===== config.mk =====
export PLATFORM = sky130hd
export DESIGN_NAME = tcp_tx_msg_noc_if_in
export DESIGN_NICKNAME = d
export VERILOG_FILES = /design/src/rtl/tcp_tx_pkg.sv /design/src/rtl/tcp_tx_msg_noc_if_in_ctrl.sv /design/src/rtl/tcp_tx_msg_noc_if_in_datap.sv /design/src/rtl/tcp_tx_msg_noc_if_in.sv
export VERILOG_INCLUDE_DIRS = /design/src /design/src/include
export SDC_FILE = /design/constraint.sdc
export NUM_CORES = 1
export LEC_CHECK = 0
export BUFFER_PORTS_ARGS = -buffer_cell sky130_fd_sc_hd__buf_2
export CORE_MARGIN = 8
export CORE_UTILIZATION = 41
export CTS_BUF_LIST = sky130_fd_sc_hd__clkbuf_16
export CTS_CLUSTER_DIAMETER = 120
export DETAILED_ROUTE_END_ITERATION = 10
export PLACE_DENSITY = 0.95
export SLEW_MARGIN = 20
export SYNTH_ARGS = -nofsm -noshare
export SYNTH_HDL_FRONTEND = slang
export SYNTH_SLANG_ARGS = --single-unit

===== constraint.sdc =====
create_clock -name clk -period 2 [get_ports clk]
set_clock_uncertainty 0.2 [all_clocks]
set_input_delay 0 -clock clk [delete_from_list [all_inputs] [get_ports clk]]
set_output_delay 0 -clock clk [all_outputs]
set_load 0.02 [all_outputs]

===== src/include/tcp_tx_macros.svh =====
`ifndef TCP_TX_MACROS_SVH
`define TCP_TX_MACROS_SVH

// ************************************************************
// NoC flit geometry
// ************************************************************

`define NOC_DATA_WIDTH      64                  // One header flit.
`define NOC_XY_W            4                   // Mesh coordinate.

// ************************************************************
// TCP transmit tile fields
// ************************************************************

`define TCP_FLOWID_W        8                   // Flow identifier.
`define TCP_TX_PTR_W        16                  // Transmit buffer pointer.
`define TCP_TX_MSG_TYPE_W   8                   // Message type code.

// Unused low bits of the header flit.
`define NOC_HDR_PAD_W       (`NOC_DATA_WIDTH - (2 * `NOC_XY_W) - `TCP_TX_MSG_TYPE_W \
                             - `TCP_FLOWID_W - `TCP_TX_PTR_W)

`endif


===== src/rtl/tcp_tx_pkg.sv =====
`default_nettype none

`include "tcp_tx_macros.svh"

package tcp_tx_pkg;

    // ************************************************************
    // Message types
    // ************************************************************

    // Codes outside this set are handled as pointer adjustments.
    typedef enum logic [`TCP_TX_MSG_TYPE_W-1:0] {
        TCP_TX_MSG_REQ    = 8'h10,              // Transmit request.
        TCP_TX_ADJUST_PTR = 8'h11               // Tail pointer move.
    } noc_msg_type_e;

    // ************************************************************
    // Header flit from the NoC
    // ************************************************************

    typedef struct packed {
        logic [`NOC_XY_W-1:0]           src_x;      // Sender column.
        logic [`NOC_XY_W-1:0]           src_y;      // Sender row.
        noc_msg_type_e                  msg_type;
        logic [`TCP_FLOWID_W-1:0]       flow_id;
        logic [`TCP_TX_PTR_W-1:0]       tail_ptr;   // New tail for adjust.
        logic [`NOC_HDR_PAD_W-1:0]      padding;
    } noc_hdr_flit_s;

    // ************************************************************
    // Output payloads
    // ************************************************************

    // Poller request, carries the return address.
    typedef struct packed {
        logic [`TCP_FLOWID_W-1:0]       flow_id;
        logic [`NOC_XY_W-1:0]           src_x;
        logic [`NOC_XY_W-1:0]           src_y;
    } poller_msg_req_s;

    // Tail pointer memory write.
    typedef struct packed {
        logic [`TCP_FLOWID_W-1:0]       flow_id;    // Write address.
        logic [`TCP_TX_PTR_W-1:0]       tail_ptr;   // Write data.
    } tail_ptr_wr_s;

    // Scheduler kick for one flow.
    typedef struct packed {
        logic [`TCP_FLOWID_W-1:0]       flow_id;
    } sched_update_s;

endpackage

`default_nettype wire


===== src/rtl/tcp_tx_msg_noc_if_in_ctrl.sv =====
`timescale 1ns/1ns
`default_nettype none

`include "tcp_tx_macros.svh"

module tcp_tx_msg_noc_if_in_ctrl (
    input  logic                        clk,
    input  logic                        rst,

    // NoC input.
    input  logic                        noc_in_val,
    input  logic [`NOC_DATA_WIDTH-1:0]  noc_in_data,
    output logic                        noc_in_rdy,

    // Poller request.
    output logic                        poller_req_val,
    input  logic                        poller_req_rdy,

    // Tail pointer write.
    output logic                        tail_wr_val,
    input  logic                        tail_wr_rdy,

    // Scheduler update.
    output logic                        sched_val,
    input  logic                        sched_rdy,

    // To datapath.
    output logic                        store_hdr_flit
);

    typedef enum logic [1:0] {
        IDLE        = 2'd0,
        REQ_MSG     = 2'd1,
        ADJUST_PTR  = 2'd2,
        KICK_SCHED  = 2'd3
    } state_e;

    tcp_tx_pkg::noc_hdr_flit_s  hdr_flit_cast;

    state_e                     state_reg;
    state_e                     state_next;

    assign hdr_flit_cast = tcp_tx_pkg::noc_hdr_flit_s'(noc_in_data);

    // ************************************************************
    // State register
    // ************************************************************

    always_ff @(posedge clk) begin
        if (rst) begin
            state_reg <= IDLE;
        end else begin
            state_reg <= state_next;
        end
    end

    // ************************************************************
    // Next state and handshake outputs
    // ************************************************************

    always_comb begin
        noc_in_rdy     = 1'b0;
        poller_req_val = 1'b0;
        tail_wr_val    = 1'b0;
        sched_val      = 1'b0;
        store_hdr_flit = 1'b0;
        state_next     = state_reg;

        case (state_reg)
            IDLE: begin
                noc_in_rdy     = 1'b1;
                store_hdr_flit = 1'b1;                  // Capture every cycle.
                if (noc_in_val) begin
                    if (hdr_flit_cast.msg_type == tcp_tx_pkg::TCP_TX_MSG_REQ) begin
                        state_next = REQ_MSG;
                    end else begin
                        state_next = ADJUST_PTR;        // Any other code.
                    end
                end
            end
            REQ_MSG: begin
                poller_req_val = 1'b1;
                if (poller_req_rdy) begin
                    state_next = IDLE;
                end
            end
            ADJUST_PTR: begin
                tail_wr_val = 1'b1;
                if (tail_wr_rdy) begin
                    state_next = KICK_SCHED;            // Pointer first, then kick.
                end
            end
            KICK_SCHED: begin
                sched_val = 1'b1;
                if (sched_rdy) begin
                    state_next = IDLE;
                end
            end
            default: begin
                noc_in_rdy     = 1'bx;
                poller_req_val = 1'bx;
                tail_wr_val    = 1'bx;
                sched_val      = 1'bx;
                store_hdr_flit = 1'bx;
                state_next     = state_e'(2'bxx);
            end
        endcase
    end

endmodule

`default_nettype wire


===== src/rtl/tcp_tx_msg_noc_if_in_datap.sv =====
`timescale 1ns/1ns
`default_nettype none

`include "tcp_tx_macros.svh"

module tcp_tx_msg_noc_if_in_datap (
    input  logic                            clk,
    input  logic                            rst,

    input  logic [`NOC_DATA_WIDTH-1:0]      noc_in_data,
    input  logic                            store_hdr_flit,

    output tcp_tx_pkg::poller_msg_req_s     poller_req,
    output tcp_tx_pkg::tail_ptr_wr_s        tail_wr,
    output tcp_tx_pkg::sched_update_s       sched_upd
);

    tcp_tx_pkg::noc_hdr_flit_s  hdr_flit_in;
    tcp_tx_pkg::noc_hdr_flit_s  hdr_reg;

    assign hdr_flit_in = tcp_tx_pkg::noc_hdr_flit_s'(noc_in_data);

    // ************************************************************
    // Header register
    // ************************************************************

    // Last load is the accepting edge, held until idle again.
    always_ff @(posedge clk) begin
        if (rst) begin
            hdr_reg <= '0;
        end else if (store_hdr_flit) begin
            hdr_reg <= hdr_flit_in;
        end
    end

    // ************************************************************
    // Output payloads
    // ************************************************************

    always_comb begin
        poller_req         = '0;
        poller_req.flow_id = hdr_reg.flow_id;
        poller_req.src_x   = hdr_reg.src_x;             // Reply goes back here.
        poller_req.src_y   = hdr_reg.src_y;
    end

    always_comb begin
        tail_wr          = '0;
        tail_wr.flow_id  = hdr_reg.flow_id;
        tail_wr.tail_ptr = hdr_reg.tail_ptr;
    end

    always_comb begin
        sched_upd         = '0;
        sched_upd.flow_id = hdr_reg.flow_id;            // Same flow as the write.
    end

endmodule

`default_nettype wire


===== src/rtl/tcp_tx_msg_noc_if_in.sv =====
`timescale 1ns/1ns
`default_nettype none

`include "tcp_tx_macros.svh"

module tcp_tx_msg_noc_if_in (
    input  logic                            clk,
    input  logic                            rst,

    // ************************************************************
    // NoC input
    // ************************************************************

    input  logic                            noc_in_val,
    input  logic [`NOC_DATA_WIDTH-1:0]      noc_in_data,
    output logic                            noc_in_rdy,

    // ************************************************************
    // Poller
    // ************************************************************

    output logic                            poller_req_val,
    output tcp_tx_pkg::poller_msg_req_s     poller_req,
    input  logic                            poller_req_rdy,

    // ************************************************************
    // Tail pointer memory
    // ************************************************************

    output logic                            tail_wr_val,
    output tcp_tx_pkg::tail_ptr_wr_s        tail_wr,
    input  logic                            tail_wr_rdy,

    // ************************************************************
    // Scheduler
    // ************************************************************

    output logic                            sched_val,
    output tcp_tx_pkg::sched_update_s       sched_upd,
    input  logic                            sched_rdy
);

    logic store_hdr_flit;                               // High only in idle.

    tcp_tx_msg_noc_if_in_ctrl ctrl (
        .clk            (clk),
        .rst            (rst),

        .noc_in_val     (noc_in_val),
        .noc_in_data    (noc_in_data),
        .noc_in_rdy     (noc_in_rdy),

        .poller_req_val (poller_req_val),
        .poller_req_rdy (poller_req_rdy),

        .tail_wr_val    (tail_wr_val),
        .tail_wr_rdy    (tail_wr_rdy),

        .sched_val      (sched_val),
        .sched_rdy      (sched_rdy),

        .store_hdr_flit (store_hdr_flit)
    );

    tcp_tx_msg_noc_if_in_datap datap (
        .clk            (clk),
        .rst            (rst),

        .noc_in_data    (noc_in_data),
        .store_hdr_flit (store_hdr_flit),

        .poller_req     (poller_req),
        .tail_wr        (tail_wr),
        .sched_upd      (sched_upd)
    );

endmodule

`default_nettype wire


Yosys cells after proc, flatten, opt, wreduce, memory -nomap -nowiden

Cells that the tools add are included.

Muxes and demuxes: 10
Equal/unequal tests: 8
Reduce and logical (&&, ||, !) cells: 2

Operator list:

| operator                                                        | number |
|---|---|
| 2-bit 2-to-1 mux                                                | 5 |
| 8-bit by 5-bit == test with 1-bit output, second input constant | 1 |
| 2-bit inequality test, second input constant                    | 4 |
| 2-bit one-hot mux with 4 select lines                           | 1 |
| 2-bit == test, second input constant                            | 2 |
| 1-bit 2-to-1 mux                                                | 4 |
| 4-bit AND reduction                                             | 1 |
| 2-bit by 1-bit == test with 1-bit output, second input constant | 1 |
| 2-bit logical NOT                                               | 1 |

Input port bits: 70
Output and inout bits: 52
Bits in registers: 34
Word-level logic and storage cells: 25

Logic depth before layout (Yosys ltp)

Word-level depth: 4
Depth in mapped cells: 6
Depth with buffers taken out: 4

Cells and area by module

From an unflattened synthesis, not the netlist that was laid out.

Cells, all modules: 141
Area, all modules: 1,473.9 sq um

By module, submodules not included:

| module                     | instances | cells each | sequential area each (sq um) | area each (sq um) |
|---|---|---|---|---|
| tcp_tx_msg_noc_if_in_datap | 1         | 119        | 640.6                        | 1,283.7 |
| tcp_tx_msg_noc_if_in_ctrl  | 1         | 22         | 40.0                         | 190.2 |

Worst setup path after synthesis

Ideal clock, no wire load.

Kind: flip-flop to flip-flop
From: register ctrl.state_reg[1]
To: register datap.hdr_reg, in the netlist datap.sched_upd[5]
Buffers on the path: 2
Setup time: 0.070 ns
Data arrival time: 1.064 ns
Setup slack: 0.666 ns
Data required time: 1.730 ns
Period minus slack after synthesis: 1.334 ns
Stages on the path, launching flop included: 7
Path through: dfxtp_1 or2_1 buf_6 clkinv_4 buf_6 nand2_1 a21oi_2

Longest elaborated chain between the ends: 2

Ends and longest elaborated chain:

| what                   | line                             | source |
|---|---|---|
| from (decl)            | tcp_tx_msg_noc_if_in_ctrl.sv:40  | `state_e state_reg;` |
| from (signal assigned) | tcp_tx_msg_noc_if_in_ctrl.sv:53  | `state_reg <= state_next;` |
| 2-bit logical NOT      | n/a                              |  |
| 1-bit 2-to-1 mux       | n/a                              |  |
| via noc_in_rdy         | tcp_tx_msg_noc_if_in.sv:16       | `output logic noc_in_rdy,` |
| to (signal assigned)   | tcp_tx_msg_noc_if_in_datap.sv:32 | `hdr_reg <= hdr_flit_in;` |
| to (decl)              | tcp_tx_msg_noc_if_in_datap.sv:19 | `tcp_tx_pkg::noc_hdr_flit_s hdr_reg;` |

The timed path passes the listed nets, and every way through them passes these cells.
A chain may end at the register's enable or synchronous reset.

Worst setup path in the final report

From: register ctrl.state_reg[1]
To: output noc_in_rdy

Longest elaborated chain between the ends: 2

Ends and longest elaborated chain:

| what              | line                            | source |
|---|---|---|
| 2-bit logical NOT | tcp_tx_msg_noc_if_in_ctrl.sv:69 | `case (state_reg)` |
| 1-bit 2-to-1 mux  | tcp_tx_msg_noc_if_in_ctrl.sv:69 |  |
| to (decl)         | tcp_tx_msg_noc_if_in.sv:16      |  |

Every way passes these cells.

==> run_results.csv <==
group,metric,value,unit
cells_and_area,largest_reg_flops,16,
placement,globalplace.congestion,0.655,
floorplan,start_util,42.7,%
worst_setup_path,crit_chain,"or2_1 -> clkinv_4 -> buf_2",
sta,setup_tns,0,ns
sta,layout_min_cycle_time,1.81,ns
sta,rsz0062_at_grt,"false",
cells_and_area,n_antenna_cell,0,
run_status,status,"finished clean",
sta,fmaxAchievable,553,MHz
floorplan,fp-row-count,21,
pwr,clock_power_share,35.9,%
sta,setup_ws,0.193,ns
route,drt_iter0_markers,67,
worst_setup_path,worstSetupPathType,"reg -> out",
worst_setup_path,crit_arrival,1.61,ns
min_path,hp-class,"in -> reg",
cells_and_area,drive_gt1_share,37.6,%
pwr,max-vdd-ir-drop,444,uV
placement,dp_hpwl,2950,um
clocking,post_cts_buffers,0,
sta,slew_violations,0,
global_routing,antenna_found_initial,0,
sta,setup_viol,0,
clocking,clk_pin_slew_worst_paths,0.05,ns
yosys,synth_cell_types,22,
global_routing,track_usage,16.6,%
placement,place_ws,0.328,ns
clocking,cts-root-buf,"clkbuf_16",
global_routing,grt.overflow.total,0,
yosys,yosysWarningCount,0,
worst_setup_path,crit_family,"buffers and inverters",
clocking,tritoncts,"done",
sta,fin_crit_sh,90.4,%
clocking,cts_sinks,34,
yosys,syn_inst,178,
worst_setup_path,critical_path.max_fanout,33,
floorplan,coreArea,0.00336,sq mm
pwr,cell_internal_pwr,1390,uW
floorplan,dieArea,0.00565,sq mm
yosys,netlist_area,0.00144,sq mm
clocking,cts_resized,0,
pwr,power_density,820,mW/mm^2
worst_setup_path,cp_slowest_stage_delay,0.45,ns
route,viasPerCell,4.61,
route,wire_per_inst,13.5,um
clocking,clockBufferDepth,2,
cells_and_area,layout_commonest_cell,"buf_2",
route,dr.pass1.iters,4,
clocking,cts_buffers,5,
floorplan,die_x,75.2,um
floorplan,die_h,75.2,um
global_routing,grt_max_degree,34,
global_routing,grt_pass1_vias,1557,
job,cap_violations,0,
worst_setup_path,start_kind,"register",
placement,numPortBuffers,97,
clocking,htreeDepth,2,
sta,worst_pin_slew,0.369,ns
worst_setup_path,crit_buf_inv,2,
pwr,fin_total_pwr,1950,uW
yosys,ys_seq_elements,34,
cells_and_area,area_delta_synth_final,65.9,%
route,ant_nets,0,
pwr,p_sw,568,uW
yosys,ys_seq_area_share,47.4,%
worst_setup_path,endpoint_kind,"primary output",
route,drcViolationCount,0,
global_routing,grt_pass1_wl,7260,um
yosys,syn_area_per_cell,8.07,sq um
cells_and_area,nets,372,
route,routed-via-count,1609,
route,routed_wirelength,4710,um
sta,relSlewSlack,75.1,%
pwr,comb_power_share,24.5,%
yosys,synth_fp_nets,248,
sta,finalHoldViolCount,0,
pwr,p_leak,0.00120,uW
worst_setup_path,required,1.80,ns
pwr,p_seq_share,39.6,%
pwr,power_switching_share,29.1,%
clocking,clk_latency,0.27,ns
worst_setup_path,slowest_stage,"dfxtp_1",
cells_and_area,final_cell_mix,"buf_2 (97), nand2_1 (65), dlygate4sd3_1 (44)",
floorplan,io_pins,122,
cell usage after synthesis:
library cell | number | share of area (%)
buf_4 | 17 | 8.9
o21bai_1 | 1 | 0.52
a21oi_2 | 7 | 4.3
buf_6 | 4 | 3.1
clkbuf_1 | 4 | 1.0
a21oi_1 | 26 | 9.1
nor2_1 | 2 | 0.52
o21ai_0 | 1 | 0.35
nor4_1 | 1 | 0.44
dfxtp_1 | 34 | 47
and3_1 | 1 | 0.44
nand2_1 | 65 | 17
and2_1 | 1 | 0.44
clkinv_4 | 1 | 0.61
nor4b_1 | 1 | 0.61
or2_1 | 1 | 0.44
and4_1 | 1 | 0.61
buf_2 | 2 | 0.70
nor2b_1 | 4 | 1.7
nand2b_1 | 2 | 0.87
nor3_1 | 1 | 0.35
o2111ai_1 | 1 | 0.61
power by group through the flow:
stage | sequential, uW | clock (uW) | combinational (uW)
6_report | 773 | 702 | 479
5_1_grt | 781 | 760 | 519
4_1_cts | 771 | 724 | 478
3_5_place_dp | 785 | 0 | 411
3_3_place_gp | 781 | 0 | 404
2_1_floorplan | 851 | 0 | 239
final timing paths:
check / slack (ns) / startpoint / cells past startpoint / endpoint
worst max-delay path: 0.19 / ctrl.state_reg[1]$_SDFFE_PP0P_ / 3 / noc_in_rdy
worst min-delay path: 0.04 / noc_in_data[54] / 4 / ctrl.state_reg[1]$_SDFFE_PP0P_
worst max register to register: 0.36 / ctrl.state_reg[1]$_SDFFE_PP0P_ / 4 / datap.tail_wr[15]$_SDFFE_PP0P_
worst min register to register: 0.25 / datap.poller_req[3]$_SDFFE_PP0P_ / 2 / datap.poller_req[3]$_SDFFE_PP0P_
area by class of cell:
type / count / area, sq um
Inverter: 1 / 8.76
Sequential cell: 34 / 681
Tap cell: 46 / 57.6
Clock inverter: 3 / 12.5
Clock buffer: 5 / 125
Timing Repair Buffer: 144 / 948
Fill cell: 281 / 981
Multi-Input combinational cell: 116 / 549
logic make-up after synthesis:
family | share of synthesized area [%]
AO/OA/AOI/OAI | 14.8
buffers and inverters | 14.4
flip-flops | 47.4
AND/OR/NAND/NOR | 23.4
routing by layer:
layer  share of wire, %  track usage (%)  routed length (um)  vias to the layer above
li1                   -                -                   -                      807
met3                 11             7.46                 495                        2
met1                 38             17.0                1800                      726
met4               0.25             3.84                  12                        0
met2                 51             30.0                2400                       74
met5                  0                0                   0                        -
stage by stage:
step                hold WS, ns  instance area, sq um  cells  util [%]
floorplan               -0.0640                  1440    178         -
global placement         0.0393                  1800    297      53.6
detailed placement       0.0454                  1800    297      53.6
CTS                      0.0207                  2380    349      70.8
global route             0.0965                  2380    349      70.8
finish                   0.0358                  2380    349      70.8
worst reg2reg max path, stage by stage (launching register included):
cell	delay, ns
dfxtp_1	0.45
or2_1	0.34
clkinv_4	0.29
nand2_1	0.16
a21oi_1	0.07
repair_timing:
item / 4_1_cts / 5_1_grt
hold buffers: 44 / 0
endpoints found under the setup margin: 0 / 0
hold endpoints to repair: 34 / 0
(Power assumes the default switching activity.)
